===== src/include/aes_macros.svh =====
`ifndef AES_MACROS_SVH
`define AES_MACROS_SVH

`define AES_DATA_W      32
`define AES_BLOCK_WORDS 4
`define AES_ROUNDS      4

`define AES_REG_CTRL    'h00
`define AES_REG_STATUS  'h04
`define AES_REG_SRC     'h08
`define AES_REG_DST     'h0C
`define AES_REG_KEY0    'h10

`endif


===== src/source/aes_package.sv =====
`include "aes_macros.svh"

package aes_package;

  // One full cipher block with word 0 in the low bits
  typedef logic [`AES_DATA_W*`AES_BLOCK_WORDS-1:0] aes_block_t;

  typedef enum logic [2:0] {
    IDLE,
    REQUEST_DATA,
    REQUEST_DATA_WAIT,
    WORKING,
    SEND_DATA,
    SEND_DATA_WAIT,
    FINISHED
  } aes_state_t;

  typedef struct packed {
    logic       start;
    logic       clear;
    aes_block_t key;
    aes_block_t block;
  } ctrl_engine_t;

  typedef struct packed {
    logic       busy;
    logic       valid;
    aes_block_t result;
  } flags_engine_t;

  // Job setup as seen by the controller
  typedef struct packed {
    logic                   start;
    logic [`AES_DATA_W-1:0] src;
    logic [`AES_DATA_W-1:0] dst;
    aes_block_t             key;
  } ctrl_regfile_t;

  typedef struct packed {
    logic busy;
    logic done;
  } flags_regfile_t;

endpackage


===== src/source/aes_stream_if.sv =====
`timescale 1ns/1ps

`include "aes_macros.svh"

interface aes_stream_if;

  logic                   req_start;
  logic                   write;
  logic [`AES_DATA_W-1:0] addr;
  logic [`AES_DATA_W-1:0] wdata;
  logic                   ready;
  logic                   done;
  logic [`AES_DATA_W-1:0] rdata;

  modport ctrl (output req_start, output write, output addr, output wdata,
                input ready, input done, input rdata);

  modport stream (input req_start, input write, input addr, input wdata,
                  output ready, output done, output rdata);

endinterface


===== src/source/aes_engine.sv =====
`timescale 1ns/1ps

`include "aes_macros.svh"

module aes_engine (
  input  logic                       clk,
  input  logic                       reset_n,
  input  aes_package::ctrl_engine_t  ctrl_i,
  output aes_package::flags_engine_t flags_o
);

  import aes_package::*;

  localparam int unsigned RND_W = $clog2(`AES_ROUNDS);
  localparam logic [RND_W-1:0] LAST_RND = RND_W'(`AES_ROUNDS - 1);

  logic             busy_q, valid_q;
  logic [RND_W-1:0] rnd_q;
  aes_block_t       state_q, key_q;

  // One round XORs with the key and rotates left by a byte
  function automatic aes_block_t round_f(aes_block_t state, aes_block_t key);
    aes_block_t mixed;
    mixed = state ^ key;
    return {mixed[$bits(aes_block_t)-9:0], mixed[$bits(aes_block_t)-1 -: 8]};
  endfunction

  // First round is applied at load, so valid follows start by AES_ROUNDS cycles
  always_ff @(posedge clk or negedge reset_n) begin
    if (!reset_n) begin
      busy_q  <= 1'b0;
      valid_q <= 1'b0;
      rnd_q   <= '0;
    end else begin
      valid_q <= 1'b0;
      if (ctrl_i.clear) begin
        busy_q <= 1'b0;
        rnd_q  <= '0;
      end else if (ctrl_i.start) begin
        busy_q <= 1'b1;
        rnd_q  <= RND_W'(1);
      end else if (busy_q) begin
        rnd_q <= rnd_q + 1'b1;
        if (rnd_q == LAST_RND) begin
          busy_q  <= 1'b0;
          valid_q <= 1'b1;
        end
      end
    end
  end

  always_ff @(posedge clk) begin
    if (ctrl_i.start) begin
      state_q <= round_f(ctrl_i.block, ctrl_i.key);
      key_q   <= ctrl_i.key;
    end else if (busy_q) begin
      state_q <= round_f(state_q, key_q);
    end
  end

  assign flags_o.busy   = busy_q;
  assign flags_o.valid  = valid_q;
  assign flags_o.result = state_q;

endmodule


===== src/source/aes_fsm.sv =====
`timescale 1ns/1ps

`include "aes_macros.svh"

module aes_fsm (
  input  logic                        clk,
  input  logic                        reset_n,
  input  aes_package::ctrl_regfile_t  regs_i,
  output aes_package::flags_regfile_t flags_o,
  aes_stream_if.ctrl                  stream,
  output aes_package::ctrl_engine_t   engine_o,
  input  aes_package::flags_engine_t  engine_i
);

  import aes_package::*;

  localparam int unsigned DATA_W = `AES_DATA_W;
  localparam int unsigned CNT_W  = $clog2(`AES_BLOCK_WORDS);
  localparam logic [CNT_W-1:0] LAST_WORD = CNT_W'(`AES_BLOCK_WORDS - 1);

  aes_state_t                                   current_state, next_state;
  logic [CNT_W-1:0]                             word_cnt;
  logic                                         word_done;
  logic [DATA_W-1:0]                            base_addr;
  logic [`AES_BLOCK_WORDS-1:0][`AES_DATA_W-1:0] block_q, result_q;

  assign word_done = stream.done &&
                     (current_state == REQUEST_DATA_WAIT || current_state == SEND_DATA_WAIT);

  always_ff @(posedge clk or negedge reset_n) begin : fsm_seq_state
    if (!reset_n)
      current_state <= IDLE;
    else
      current_state <= next_state;
  end

  // Word index within the block that wraps after the last word
  always_ff @(posedge clk or negedge reset_n) begin : fsm_seq_counter
    if (!reset_n)
      word_cnt <= '0;
    else if (current_state == IDLE)
      word_cnt <= '0;
    else if (word_done)
      word_cnt <= word_cnt + 1'b1;
  end

  always_ff @(posedge clk) begin : fsm_seq_data
    if (current_state == REQUEST_DATA_WAIT && stream.done)
      block_q[word_cnt] <= stream.rdata;
    if (current_state == WORKING && engine_i.valid)
      result_q <= engine_i.result;
  end

  always_comb begin : fsm_comb_next_state
    next_state = current_state;
    case (current_state)
      IDLE:              if (regs_i.start) next_state = REQUEST_DATA;
      REQUEST_DATA:      if (stream.ready) next_state = REQUEST_DATA_WAIT;
      REQUEST_DATA_WAIT: begin
        if (stream.done)
          next_state = (word_cnt == LAST_WORD) ? WORKING : REQUEST_DATA;
      end
      WORKING:           if (engine_i.valid) next_state = SEND_DATA;
      SEND_DATA:         if (stream.ready) next_state = SEND_DATA_WAIT;
      SEND_DATA_WAIT: begin
        if (stream.done)
          next_state = (word_cnt == LAST_WORD) ? FINISHED : SEND_DATA;
      end
      FINISHED:          next_state = IDLE;
      default:           next_state = IDLE;
    endcase
  end

  // Transfer address from base plus 4 times the word index
  assign base_addr = (current_state == SEND_DATA) ? regs_i.dst : regs_i.src;

  assign stream.req_start = (current_state == REQUEST_DATA) || (current_state == SEND_DATA);
  assign stream.write     = current_state == SEND_DATA;
  assign stream.addr      = base_addr + DATA_W'({word_cnt, 2'b00});
  assign stream.wdata     = result_q[word_cnt];

  // Single start pulse on entry to WORKING while the engine is idle
  assign engine_o.start = (current_state == WORKING) && !engine_i.busy && !engine_i.valid;
  assign engine_o.clear = current_state == IDLE;
  assign engine_o.key   = regs_i.key;
  assign engine_o.block = block_q;

  assign flags_o.busy = current_state != IDLE;
  assign flags_o.done = current_state == FINISHED;

endmodule


===== src/source/aes_regfile.sv =====
`timescale 1ns/1ps

`include "aes_macros.svh"

module aes_regfile (
  input  logic                         clk,
  input  logic                         reset_n,
  input  logic                         apb_psel_i,
  input  logic                         apb_penable_i,
  input  logic                         apb_pwrite_i,
  input  logic [`AES_DATA_W-1:0]       apb_paddr_i,
  input  logic [`AES_DATA_W-1:0]       apb_pwdata_i,
  output logic [`AES_DATA_W-1:0]       apb_prdata_o,
  output logic                         apb_pready_o,
  output logic                         apb_pslverr_o,
  input  aes_package::flags_regfile_t  flags_i,
  output aes_package::ctrl_regfile_t   regs_o,
  output logic                         irq_o
);

  localparam int unsigned DATA_W = `AES_DATA_W;
  localparam int unsigned IDX_W  = $clog2(`AES_BLOCK_WORDS);

  logic                                         wr_en;
  logic                                         ctrl_hit, status_hit, src_hit, dst_hit, key_hit;
  logic [DATA_W-1:0]                            key_off;
  logic [IDX_W-1:0]                             key_idx;
  logic                                         start_q, done_q;
  logic [DATA_W-1:0]                            src_q, dst_q;
  logic [`AES_BLOCK_WORDS-1:0][`AES_DATA_W-1:0] key_q;

  // Address decode
  assign ctrl_hit   = apb_paddr_i == `AES_REG_CTRL;
  assign status_hit = apb_paddr_i == `AES_REG_STATUS;
  assign src_hit    = apb_paddr_i == `AES_REG_SRC;
  assign dst_hit    = apb_paddr_i == `AES_REG_DST;
  assign key_off    = apb_paddr_i - `AES_REG_KEY0;
  assign key_hit    = (key_off < DATA_W'(`AES_BLOCK_WORDS * 4)) && (key_off[1:0] == 2'b00);
  assign key_idx    = key_off[IDX_W+1:2];

  assign wr_en         = apb_psel_i & apb_penable_i & apb_pwrite_i;
  assign apb_pready_o  = 1'b1;
  assign apb_pslverr_o = apb_psel_i & apb_penable_i &
                         ~(ctrl_hit | status_hit | src_hit | dst_hit | key_hit);

  // Start pulse and sticky done
  always_ff @(posedge clk or negedge reset_n) begin
    if (!reset_n) begin
      start_q <= 1'b0;
      done_q  <= 1'b0;
    end else begin
      start_q <= wr_en & ctrl_hit & apb_pwdata_i[0] & ~flags_i.busy;
      if (flags_i.done)
        done_q <= 1'b1;
      else if (start_q)
        done_q <= 1'b0;
    end
  end

  always_ff @(posedge clk) begin
    if (wr_en && src_hit)
      src_q <= apb_pwdata_i;
    if (wr_en && dst_hit)
      dst_q <= apb_pwdata_i;
    if (wr_en && key_hit)
      key_q[key_idx] <= apb_pwdata_i;
  end

  // Read mux where CTRL reads back as zero
  always_comb begin
    apb_prdata_o = '0;
    if (status_hit)
      apb_prdata_o[1:0] = {done_q, flags_i.busy};
    else if (src_hit)
      apb_prdata_o = src_q;
    else if (dst_hit)
      apb_prdata_o = dst_q;
    else if (key_hit)
      apb_prdata_o = key_q[key_idx];
  end

  assign regs_o.start = start_q;
  assign regs_o.src   = src_q;
  assign regs_o.dst   = dst_q;
  assign regs_o.key   = key_q;
  assign irq_o        = done_q;

endmodule


===== src/source/aes_streamer.sv =====
`timescale 1ns/1ps

`include "aes_macros.svh"

module aes_streamer (
  input  logic                   clk,
  input  logic                   reset_n,
  aes_stream_if.stream           stream,
  output logic                   mem_req_o,
  output logic                   mem_we_o,
  output logic [`AES_DATA_W-1:0] mem_addr_o,
  output logic [`AES_DATA_W-1:0] mem_wdata_o,
  input  logic                   mem_gnt_i,
  input  logic [`AES_DATA_W-1:0] mem_rdata_i,
  input  logic                   mem_rvalid_i
);

  logic                   accept;
  logic                   req_q, rsp_q, we_q, done_q;
  logic [`AES_DATA_W-1:0] addr_q, wdata_q, rdata_q;

  assign accept = stream.req_start & stream.ready;

  // Request held until grant and a read then waits for rvalid
  always_ff @(posedge clk or negedge reset_n) begin
    if (!reset_n) begin
      req_q  <= 1'b0;
      rsp_q  <= 1'b0;
      we_q   <= 1'b0;
      done_q <= 1'b0;
    end else begin
      done_q <= (req_q & mem_gnt_i & we_q) | (rsp_q & mem_rvalid_i);
      if (accept) begin
        req_q <= 1'b1;
        we_q  <= stream.write;
      end else if (req_q && mem_gnt_i) begin
        req_q <= 1'b0;
        rsp_q <= ~we_q;
      end else if (rsp_q && mem_rvalid_i) begin
        rsp_q <= 1'b0;
      end
    end
  end

  always_ff @(posedge clk) begin
    if (accept) begin
      addr_q  <= stream.addr;
      wdata_q <= stream.wdata;
    end
    if (rsp_q && mem_rvalid_i)
      rdata_q <= mem_rdata_i;
  end

  assign stream.ready = ~(req_q | rsp_q);
  assign stream.done  = done_q;
  assign stream.rdata = rdata_q;

  assign mem_req_o   = req_q;
  assign mem_we_o    = we_q;
  assign mem_addr_o  = addr_q;
  assign mem_wdata_o = wdata_q;

endmodule


===== src/source/aes_top.sv =====
`timescale 1ns/1ps

`include "aes_macros.svh"

module aes_top (
  input  logic                   clk,
  input  logic                   reset_n,
  // APB slave
  input  logic                   apb_psel_i,
  input  logic                   apb_penable_i,
  input  logic                   apb_pwrite_i,
  input  logic [`AES_DATA_W-1:0] apb_paddr_i,
  input  logic [`AES_DATA_W-1:0] apb_pwdata_i,
  output logic [`AES_DATA_W-1:0] apb_prdata_o,
  output logic                   apb_pready_o,
  output logic                   apb_pslverr_o,
  // Memory port
  output logic                   mem_req_o,
  output logic                   mem_we_o,
  output logic [`AES_DATA_W-1:0] mem_addr_o,
  output logic [`AES_DATA_W-1:0] mem_wdata_o,
  input  logic                   mem_gnt_i,
  input  logic [`AES_DATA_W-1:0] mem_rdata_i,
  input  logic                   mem_rvalid_i,
  output logic                   irq_o
);

  import aes_package::*;

  ctrl_regfile_t  regs;
  flags_regfile_t regfile_flags;
  ctrl_engine_t   engine_ctrl;
  flags_engine_t  engine_flags;

  aes_stream_if stream_if ();

  aes_regfile regfile_inst (
    .clk           (clk),
    .reset_n       (reset_n),
    .apb_psel_i    (apb_psel_i),
    .apb_penable_i (apb_penable_i),
    .apb_pwrite_i  (apb_pwrite_i),
    .apb_paddr_i   (apb_paddr_i),
    .apb_pwdata_i  (apb_pwdata_i),
    .apb_prdata_o  (apb_prdata_o),
    .apb_pready_o  (apb_pready_o),
    .apb_pslverr_o (apb_pslverr_o),
    .flags_i       (regfile_flags),
    .regs_o        (regs),
    .irq_o         (irq_o)
  );

  aes_fsm fsm_inst (
    .clk      (clk),
    .reset_n  (reset_n),
    .regs_i   (regs),
    .flags_o  (regfile_flags),
    .stream   (stream_if.ctrl),
    .engine_o (engine_ctrl),
    .engine_i (engine_flags)
  );

  aes_streamer streamer_inst (
    .clk          (clk),
    .reset_n      (reset_n),
    .stream       (stream_if.stream),
    .mem_req_o    (mem_req_o),
    .mem_we_o     (mem_we_o),
    .mem_addr_o   (mem_addr_o),
    .mem_wdata_o  (mem_wdata_o),
    .mem_gnt_i    (mem_gnt_i),
    .mem_rdata_i  (mem_rdata_i),
    .mem_rvalid_i (mem_rvalid_i)
  );

  aes_engine engine_inst (
    .clk     (clk),
    .reset_n (reset_n),
    .ctrl_i  (engine_ctrl),
    .flags_o (engine_flags)
  );

endmodule


===== config.mk =====
export PLATFORM = sky130hd
export DESIGN_NAME = aes_top
export DESIGN_NICKNAME = d
export VERILOG_FILES = /design/src/source/aes_package.sv /design/src/source/aes_stream_if.sv /design/src/source/aes_engine.sv /design/src/source/aes_fsm.sv /design/src/source/aes_regfile.sv /design/src/source/aes_streamer.sv /design/src/source/aes_top.sv
export VERILOG_INCLUDE_DIRS = /design/src /design/src/include
export SDC_FILE = /design/constraint.sdc
export NUM_CORES = 1
export LEC_CHECK = 0
export BUFFER_PORTS_ARGS = -buffer_cell sky130_fd_sc_hd__clkbuf_2
export CORE_MARGIN = 4
export CORE_UTILIZATION = 50
export CTS_CLUSTER_SIZE = 10
export DETAILED_ROUTE_END_ITERATION = 16
export PLACE_DENSITY = 0.67
export SLEW_MARGIN = 20
export SYNTH_ARGS = -nofsm -noshare
export SYNTH_HDL_FRONTEND = slang
export SYNTH_SLANG_ARGS = --single-unit

===== constraint.sdc =====
create_clock -name clk -period 6.05 [get_ports clk]
set_input_delay 0.9075 -clock clk [delete_from_list [all_inputs] [get_ports clk]]
set_output_delay 0.9075 -clock clk [all_outputs]
set_load 0.05 [all_outputs]

Yosys cells after proc, flatten, opt, wreduce, memory -nomap -nowiden
Cells that the tools add are included.

Mux-type cells: 46. Equal/unequal tests: 17. Reduce and logical (&&, ||, !) cells: 29. Order comparisons: 5. Add/sub/neg operators: 4. Bitwise logic cells: 23.

Operator list (number): $bwmux 128 (2); $mux 128 (2); $mux 32 (8); $xor 128x128->128 (2); $bmux 32 s2 (2); $demux 32 s2 (2); $eq 32x4->1 const B (2); $add 32x4->32 (1); $eq 32x3->1 const B (1); $logic_not 32->1 (1); $lt 32x5->1 const B (1); $sub 32x5->32 const B (1); $mux 30 (1); $mux 3 (6); $pmux 3 s6 (1); $mux 2 (8); $mux 1 (14); $logic_and 1x1->1 (13); $and 1x1->1 (10); $reduce_bool 2->1 (5); $eq 3x3->1 const B (3); $ne 2x1->1 const B (4); $eq 3x2->1 const B (2); $lt 2x3->1 const B (2); other kinds (14) (30).

Logic and storage cells: 154. Bits in registers: 815. Output and inout bits: 101.

Longest topological paths before layout
Gate-level depths: netlist of the first run.

Depth in word-level cells: 7. Mapped depth: 14. Depth with buffers taken out: 9.

Modules after synthesis
A second synthesis of the first run with hierarchy kept.

Cell total of the unflattened synthesis: 1889. Area total of the unflattened synthesis: 33555.9 um2.

By module, submodules not included: aes_engine (instances 1, area an instance 11536.1 um2, sequential area each 7787.5 um2, cells an instance 671); aes_fsm (instances 1, area an instance 11208.2 um2, sequential area each 7812.5 um2, cells an instance 690); aes_regfile (instances 1, area an instance 7744.9 um2, sequential area each 5815.6 um2, cells an instance 418); aes_streamer (instances 1, area an instance 3066.7 um2, sequential area each 2982.9 um2, cells an instance 110).

Least setup slack after synthesis of the first run
Ideal clock, no wire load.

Path kind: input to register. From: input apb_paddr_i[16]. To: register regfile_inst.key_q (netlist bit regfile_inst.regs_o[64]) (enable). Stages: 5. Setup slack: 0.247 ns. Arrival: 5.302 ns. Setup time: 0.501 ns. Cell sequence: or4_4 nor4_2 nand2_1 buf_2 nor4_1.

Longest elaborated chain between the ends: 4.

RTL lines: start: declaration (RTL line aes_top.sv:12) `` input logic [`AES_DATA_W-1:0] apb_paddr_i, ``; $sub 32x5->32 (no source line); $lt 32x5->1 (RTL line aes_regfile.sv:38) `` assign key_hit = (key_off < DATA_W'(`AES_BLOCK_WORDS * 4)) && (key_off[1:0] == 2'b00); ``; $logic_and 1x1->1 (RTL line aes_regfile.sv:38); $logic_and 1x1->1 (RTL line aes_regfile.sv:65) `if (wr_en && key_hit)`; end signal: indexed assignment (RTL line aes_regfile.sv:66) `key_q[key_idx] <= apb_pwdata_i;`; end: declaration (RTL line aes_regfile.sv:30) `` logic [`AES_BLOCK_WORDS-1:0][`AES_DATA_W-1:0] key_q; ``.

No other way between the ends. A chain may end at the register's enable or synchronous reset.

Worst setup path in the final report of the first run
From: input apb_paddr_i[3]. To: output apb_prdata_o[17].

Longest elaborated chain between the ends: 7. Elaborated cells on any way between the ends: 12. Classes of those cells: 1 x add/sub; 1 x order compare; 3 x eq/ne; 6 x mux; 1 x reduce/logical.

RTL lines: $sub 32x5->32 (no source line); $lt 32x5->1 or $bmux 32 s2 (tied branches) (RTL line aes_regfile.sv:38, aes_regfile.sv:79); $logic_and 1x1->1 or $mux 32 (tied branches) (RTL line aes_regfile.sv:38, aes_regfile.sv:79); $mux 32 (RTL line aes_regfile.sv:78) `else if (key_hit)`; $mux 32 (RTL line aes_regfile.sv:76) `else if (dst_hit)`; $mux 32 (RTL line aes_regfile.sv:74) `else if (src_hit)`; $mux 30 * (RTL line aes_regfile.sv:72) `if (status_hit)`; end: declaration (RTL line aes_top.sv:14) `` output logic [`AES_DATA_W-1:0] apb_prdata_o, ``.

Every way passes the cells marked *; elsewhere a longest branch is shown, timed or not. The select of a mux whose other input is x is not followed.

==> flow_summary.yaml, run 1 <==
synth:
  share_of_async_settable_or_async_resettable_flops_after_synthesis_pct: 1.84
  yosys_warning_total: 0
  synth_seq_area_share_pct: 75.2
  synth_flop_cell: "edfxtp_1"
  synth_edf_count: 800
  mappedNetlistArea_um2: 32500
  syn_area_per_cell_um2: 17.0
  number_of_flip_flops_and_latches_in_the_synthesized_netlist: 815
  synth_fp_nets: 2025
  syn-instance-count: 1914
  synth_cell_type_count: 61
clock_network:
  hold_buffers: 0
  tritoncts_num_sinks: 815
  cts_made_buffers: 92
  clock_tree_from_tritoncts: "done"
  insertion_delay_ps: 630
  cts-htree-levels: 3
  clk_root_buffer_cell: "clkbuf_16"
  max-clock-path-buffers: 3
  cts.clk_slew.worst_paths_ps: 50
  post_cts.repair.setup_buffers: 0
  postCtsResizedCells: 0
floorplanning:
  core_area_um2: 64300
  rows: 93
  die-height_um: 263
  floorplan.die_area_um2: 69000
  die_width_um: 263
  design.portCount: 204
  start_util_pct: 50.4
placement:
  port-buffer-count: 202
  preCtsSetupSlack_ps: 1450
  placed_cells: 2918
  finalWeightedCongestion: 0.931
  place_hpwl_mm: 55.8
global_routing:
  grt-ovfl-total: 0
  vias_in_the_first_global_route: 17400
  groute.usage.overall_pct: 23.2
  antenna_violations_before_repair: 1
  grt_pass1_wl_mm: 118
  largest_net_degree_at_the_start_of_global_routing: 170
cells_and_area:
  final_net_count: 2270
  final_core_utilization_pct: 57.5
  layout-drive-gt1-share_pct: 20.6
  layout.cells.most_common: "edfxtp_1"
  layout.cells.most_common_list: "edfxtp_1, clkbuf_2, o21ai_0"
  synthesis_to_layout_area_growth_pct: 14.0
  instances_no_fill: 3040
timing:
  worst_slack_ps: 1490
  finalMaxSlewViolations: 0
  timing.final.crit_share_pct: 75.4
  holdWs_ps: 196
  achievable-frequency_mhz: 219
  grt_setup_unrepaired: "no"
  worst_pin_slew_ps: 1080
  fin_worst_skew_ps: 21.7
  slew_headroom_pct: 27.3
  final_hold_viol_count: 0
  timing.setup.tns_ps: 0
  finalWorstPathRequiredPeriod_ps: 4560
  finalSetupViolations: 0
routing:
  num_vias: 17600
  avgViaCountPerCell: 5.78
  wire_per_inst_um: 26.7
  antenna_violating_nets_post_route: 0
  routed-wl-met2_mm: 38.8
  m1WireLength_mm: 33.9
  met3_wirelength_mm: 6.28
  wl_mm: 81.3
  post-route-drc-count: 0
  dr.first_iter.drc_count: 1870
  top_signal_layer_used: "met4"
  drt_first_pass_iters: 5
worst_setup_path:
  worst-setup-path-type: "in -> out"
  worstPathArrival_ps: 3650
  critPathLaunchType: "input port"
  critical_path.max_fanout: 41
  worst-r2r-setup-slack_ps: 2530
  crit_path_end_kind: "output pin"
  worst-endpoint-required_ps: 5140
pwr:
  power_density_nw_per_um2: 299
  worst_ir_drop_vdd_v: 0.000223
  total_leakage_power_nw: 12.0
flow_run:
  drv_cap: 0
hold_path:
  min_path_type: "in -> async"
status:
  status: "finished clean"
[cells by family (layout without fill, tap and decap cells)]
family          Yosys count  in the layout  share of synthesized area, %
compound gates          295            295                          5.91
xor+xnor                289            289                          7.80
fa+ha+maj                 8              8                         0.332
buf+inv                  91            360                          1.27
flops                   815            815                          75.2
mux                     123            123                          5.26
other cells               1              3                        0.0116
simple gates            292            292                          4.23
[state kept, by name, summed over array words and instances (netlist names)]
| signal | flops |
|---|---|
| streamer_inst.rsp_q | 1 |
| regfile_inst.regs_o | 128 |
| fsm_inst.engine_o | 128 |
| engine_inst.busy_q | 1 |
| regfile_inst.start_q | 1 |
| regfile_inst.src_q | 32 |
| engine_inst.key_q | 128 |
| fsm_inst.result_q | 128 |
| regfile_inst.dst_q | 32 |
| engine_inst.valid_q | 1 |
| fsm_inst.word_cnt | 2 |
| streamer_inst.stream.rdata | 32 |
| streamer_inst.stream.done | 1 |
| regfile_inst.irq_o | 1 |
| streamer_inst.mem_req_o | 1 |
| engine_inst.rnd_q | 2 |
| streamer_inst.mem_wdata_o | 32 |
| engine_inst.state_q | 128 |
| fsm_inst.current_state | 3 |
| streamer_inst.mem_we_o | 1 |
| streamer_inst.mem_addr_o | 32 |
[final cells by class]
type,instances,area [um2]
fill,4837,27400
sequential,815,24400
multi-input combinational,1008,7700
clock buffer,110,2410
timing repair buffer,230,1280
tap,855,1070
clock inverter,8,70.1
inverter,12,51.3
antenna,2,5.00
[critical path, stage by stage]
cell and delay, ps:
clkbuf_2 690, nand2_1 840, buf_4 450, a211o_1 270
o21ai_0 100, a221oi_2 90, clkbuf_2 280
[power breakdown]
group	switching, W	internal (W)
Clock	0.00204	0.00277
Sequential	0.0000000696	0.00613
Combinational	0.0000837	0.0000439
[cells in the mapped netlist (3+ instances only)]
cell type	number	share of area [%]
xnor2_1	147	4.0
a21o_1	3	0.069
nor4_1	5	0.096
a221oi_1	5	0.13
edfxtp_1	800	74
a31oi_1	8	0.15
mux2_2	30	1.0
mux2i_1	58	1.8
buf_6	3	0.10
nor2_1	21	0.24
buf_1	6	0.069
dfrtp_1	15	1.2
a211o_1	30	0.81
nand2_1	175	2.0
nor3b_1	4	0.093
inv_1	12	0.14
nor3_1	14	0.22
buf_2	26	0.40
buf_4	4	0.093
o22ai_1	5	0.096
a21oi_1	10	0.15
xor2_1	142	3.8
nand3_1	21	0.32
and2_1	10	0.19
o21ai_0	197	3.0
ha_1	7	0.27
nand2b_1	5	0.096
a221oi_2	25	1.2
mux4_2	34	2.4
nand4_1	13	0.25
clkbuf_1	40	0.46
and3_1	5	0.096
[through the flow]
step	total power [W]	area [um2]
2_1_floorplan	0.00629	32500
3_3_place_gp	0.00637	34400
3_5_place_dp	0.00637	34400
4_1_cts	0.0111	36900
5_1_grt	0.0114	37000
6_report	0.0111	37000
[layer usage]
metal | vias up | track usage [%]
met5 | - | 0
met4 | 0 | 7.39
met3 | 114 | 3.53
met2 | 772 | 37.4
met1 | 8971 | 33.1
li1 | 7727 | -
[path summary, 6_finish.rpt]
path / cells after the start / endpoint / startpoint
setup / recovery: 7 / apb_prdata_o[17] / apb_paddr_i[3]
hold / removal: 1 / regfile_inst.irq_o / reset_n
setup reg to reg: 9 / streamer_inst.mem_addr_o[31] / fsm_inst.current_state[0]
hold reg to reg: 0 / fsm_inst.result_q[42] / engine_inst.state_q[42]
max in group asynchronous: 1 / fsm_inst.word_cnt[0] / reset_n
min in group clk: 1 / streamer_inst.stream.rdata[9] / mem_rdata_i[9]
(Power assumes the default switching activity.)
==> inputs of run 2 (changes only) <==
==> constraint.sdc (replaced) <==
create_clock -name clk -period 4.3 [get_ports clk]
set_input_delay 0.645 -clock clk [delete_from_list [all_inputs] [get_ports clk]]
set_output_delay 0.645 -clock clk [all_outputs]
set_load 0.05 [all_outputs]
==> flow_summary.yaml, run 2 (synthesis gave the netlist of run 1 again) <==
floorplanning:
  rows: 93
  floorplan.die_area_um2: 69000
  start_util_pct: 50.4
  core_area_um2: 64300
  die_width_um: 263
  design.portCount: 204
  die-height_um: 263
routing:
  num_vias: 17500
  drt_first_pass_iters: 5
  dr.first_iter.drc_count: 1867
  antenna_violating_nets_post_route: 0
  avgViaCountPerCell: 5.72
  wl_mm: 81.6
  wire_per_inst_um: 26.6
  post-route-drc-count: 0
worst_setup_path:
  crit_path_end: "apb_prdata_o[4]"
  crit_path_start: "apb_paddr_i[9]"
  worst-endpoint-required_ps: 3650
  worst-r2r-setup-slack_ps: 950
  reg2regPathDepth: 9
  worstPathArrival_ps: 3060
  crit-reg2reg-capture: "streamer_inst.mem_addr_o[31]"
  worst-setup-path-type: "in -> out"
  critPathLaunchType: "input port"
  crit_path_end_kind: "output pin"
  critical_path.max_fanout: 66
  reg2reg_from: "fsm_inst.current_state[0]"
placement:
  preCtsSetupSlack_ps: 616
  port-buffer-count: 202
  place_hpwl_mm: 57.8
  finalWeightedCongestion: 0.911
timing:
  grt_setup_unrepaired: "no"
  worst_pin_slew_ps: 1040
  fin_worst_skew_ps: 20.3
  finalWorstPathRequiredPeriod_ps: 3700
  finalMaxSlewViolations: 0
  final_hold_viol_count: 0
  slew_headroom_pct: 30.5
  finalSetupViolations: 0
  worst_slack_ps: 598
  timing.final.crit_share_pct: 86.1
  achievable-frequency_mhz: 270
cells_and_area:
  multi_input_area_um2: 7710
  final_net_count: 2288
  final_core_utilization_pct: 58.5
  synthesis_to_layout_area_growth_pct: 16.0
  sequential_cell_area_um2: 24400
  layout.cells.most_common_list: "edfxtp_1, o21ai_0, nand2_1"
  layout-drive-gt1-share_pct: 21.2
  layout.cells.most_common: "edfxtp_1"
  insertedDiodeCount: 0
  nFillCells: 4821
pwr:
  total_leakage_power_nw: 12.2
  internal_power_w: 0.0126
  switching_share_pct: 19.4
  comb_power_share_pct: 1.2
  pwr-share-seq_pct: 55.3
  p_clk_share_pct: 43.5
  power_density_nw_per_um2: 415
  power.net_switching_w: 0.00303
  worst_ir_drop_vdd_v: 0.000316
clock_network:
  hold_buffers: 1
  cts-htree-levels: 3
  post_cts.repair.setup_buffers: 0
  clk_root_buffer_cell: "clkbuf_16"
  cts.clk_slew.worst_paths_ps: 60
  insertion_delay_ps: 640
  cts_made_buffers: 92
  clock_tree_from_tritoncts: "done"
  max-clock-path-buffers: 3
  postCtsResizedCells: 0
  tritoncts_num_sinks: 815
hold_path:
  min_path_type: "in -> reg"
global_routing:
  antenna_violations_before_repair: 2
  grt-ovfl-total: 0
  vias_in_the_first_global_route: 17600
  groute.usage.overall_pct: 23.3
  largest_net_degree_at_the_start_of_global_routing: 122
  grt_pass1_wl_mm: 119
status:
  status: "finished clean"
flow_run:
  drv_cap: 0
## run 2: worst min-delay path by stage
stage	start	to	slack (ps)	depth (start not counted)
2_1_floorplan	reset_n	engine_inst.busy_q	350	0
3_3_place_gp	engine_inst.state_q[71]	fsm_inst.result_q[71]	460	0
3_5_place_dp	engine_inst.state_q[103]	fsm_inst.result_q[103]	460	0
4_1_cts	mem_rdata_i[16]	streamer_inst.stream.rdata[16]	150	1
5_1_grt	mem_rdata_i[31]	streamer_inst.stream.rdata[31]	150	1
6_report	mem_rdata_i[31]	streamer_inst.stream.rdata[31]	180	1
## run 2: power by group through the flow
stage	logic, W	clock network (W)	registers (W)
5_1_grt	0.000195	0.00727	0.00862
4_1_cts	0.000182	0.00691	0.00863
6_report	0.000186	0.00680	0.00863
3_5_place_dp	0.000180	0	0.00879
3_3_place_gp	0.000176	0	0.00879
2_1_floorplan	0.0000623	0	0.00879
## run 2: final cells by class
type,count,share of cell area (%)
Inverter,12,0.130
Timing Repair Buffer,248,5.01
Clock inverter,8,0.306
Clock buffer,117,6.39
Multi-Input combinational cell,1008,20.5
Tap cell,855,2.84
Sequential cell,815,64.8
## run 2: critical path: stages
cell and delay (ps):
clkbuf_2 80, nor4_1 460, nand4b_1 230, nor4_4 280, buf_12 380, a211o_1 190
o21ai_0 90, a221oi_1 470, buf_12 210
## run 2: routing by layer
metal	vias to the layer above	wire length, um	part of all wire [%]	GRT usage (%)
met5	-	0	0	0
met4	0	2100	2.6	7.10
met3	106	6100	7.5	3.60
met2	750	39300	48	38.0
met1	8897	34100	42	32.9
li1	7772	-	-	-
## run 2: stage by stage
step | instances | hold slack (ps) | TNS (ps) | power [W] | area [um2]
after floorplan | 1914 | 349 | -21970 | 0.00885 | 32500
after global placement | 2937 | 462 | 0 | 0.00897 | 35100
final | 3063 | 180 | 0 | 0.0156 | 37600
after CTS | 3063 | 148 | 0 | 0.0157 | 37600
after detailed placement | 2937 | 462 | 0 | 0.00897 | 35100
after global routing | 3063 | 154 | 0 | 0.0161 | 37600
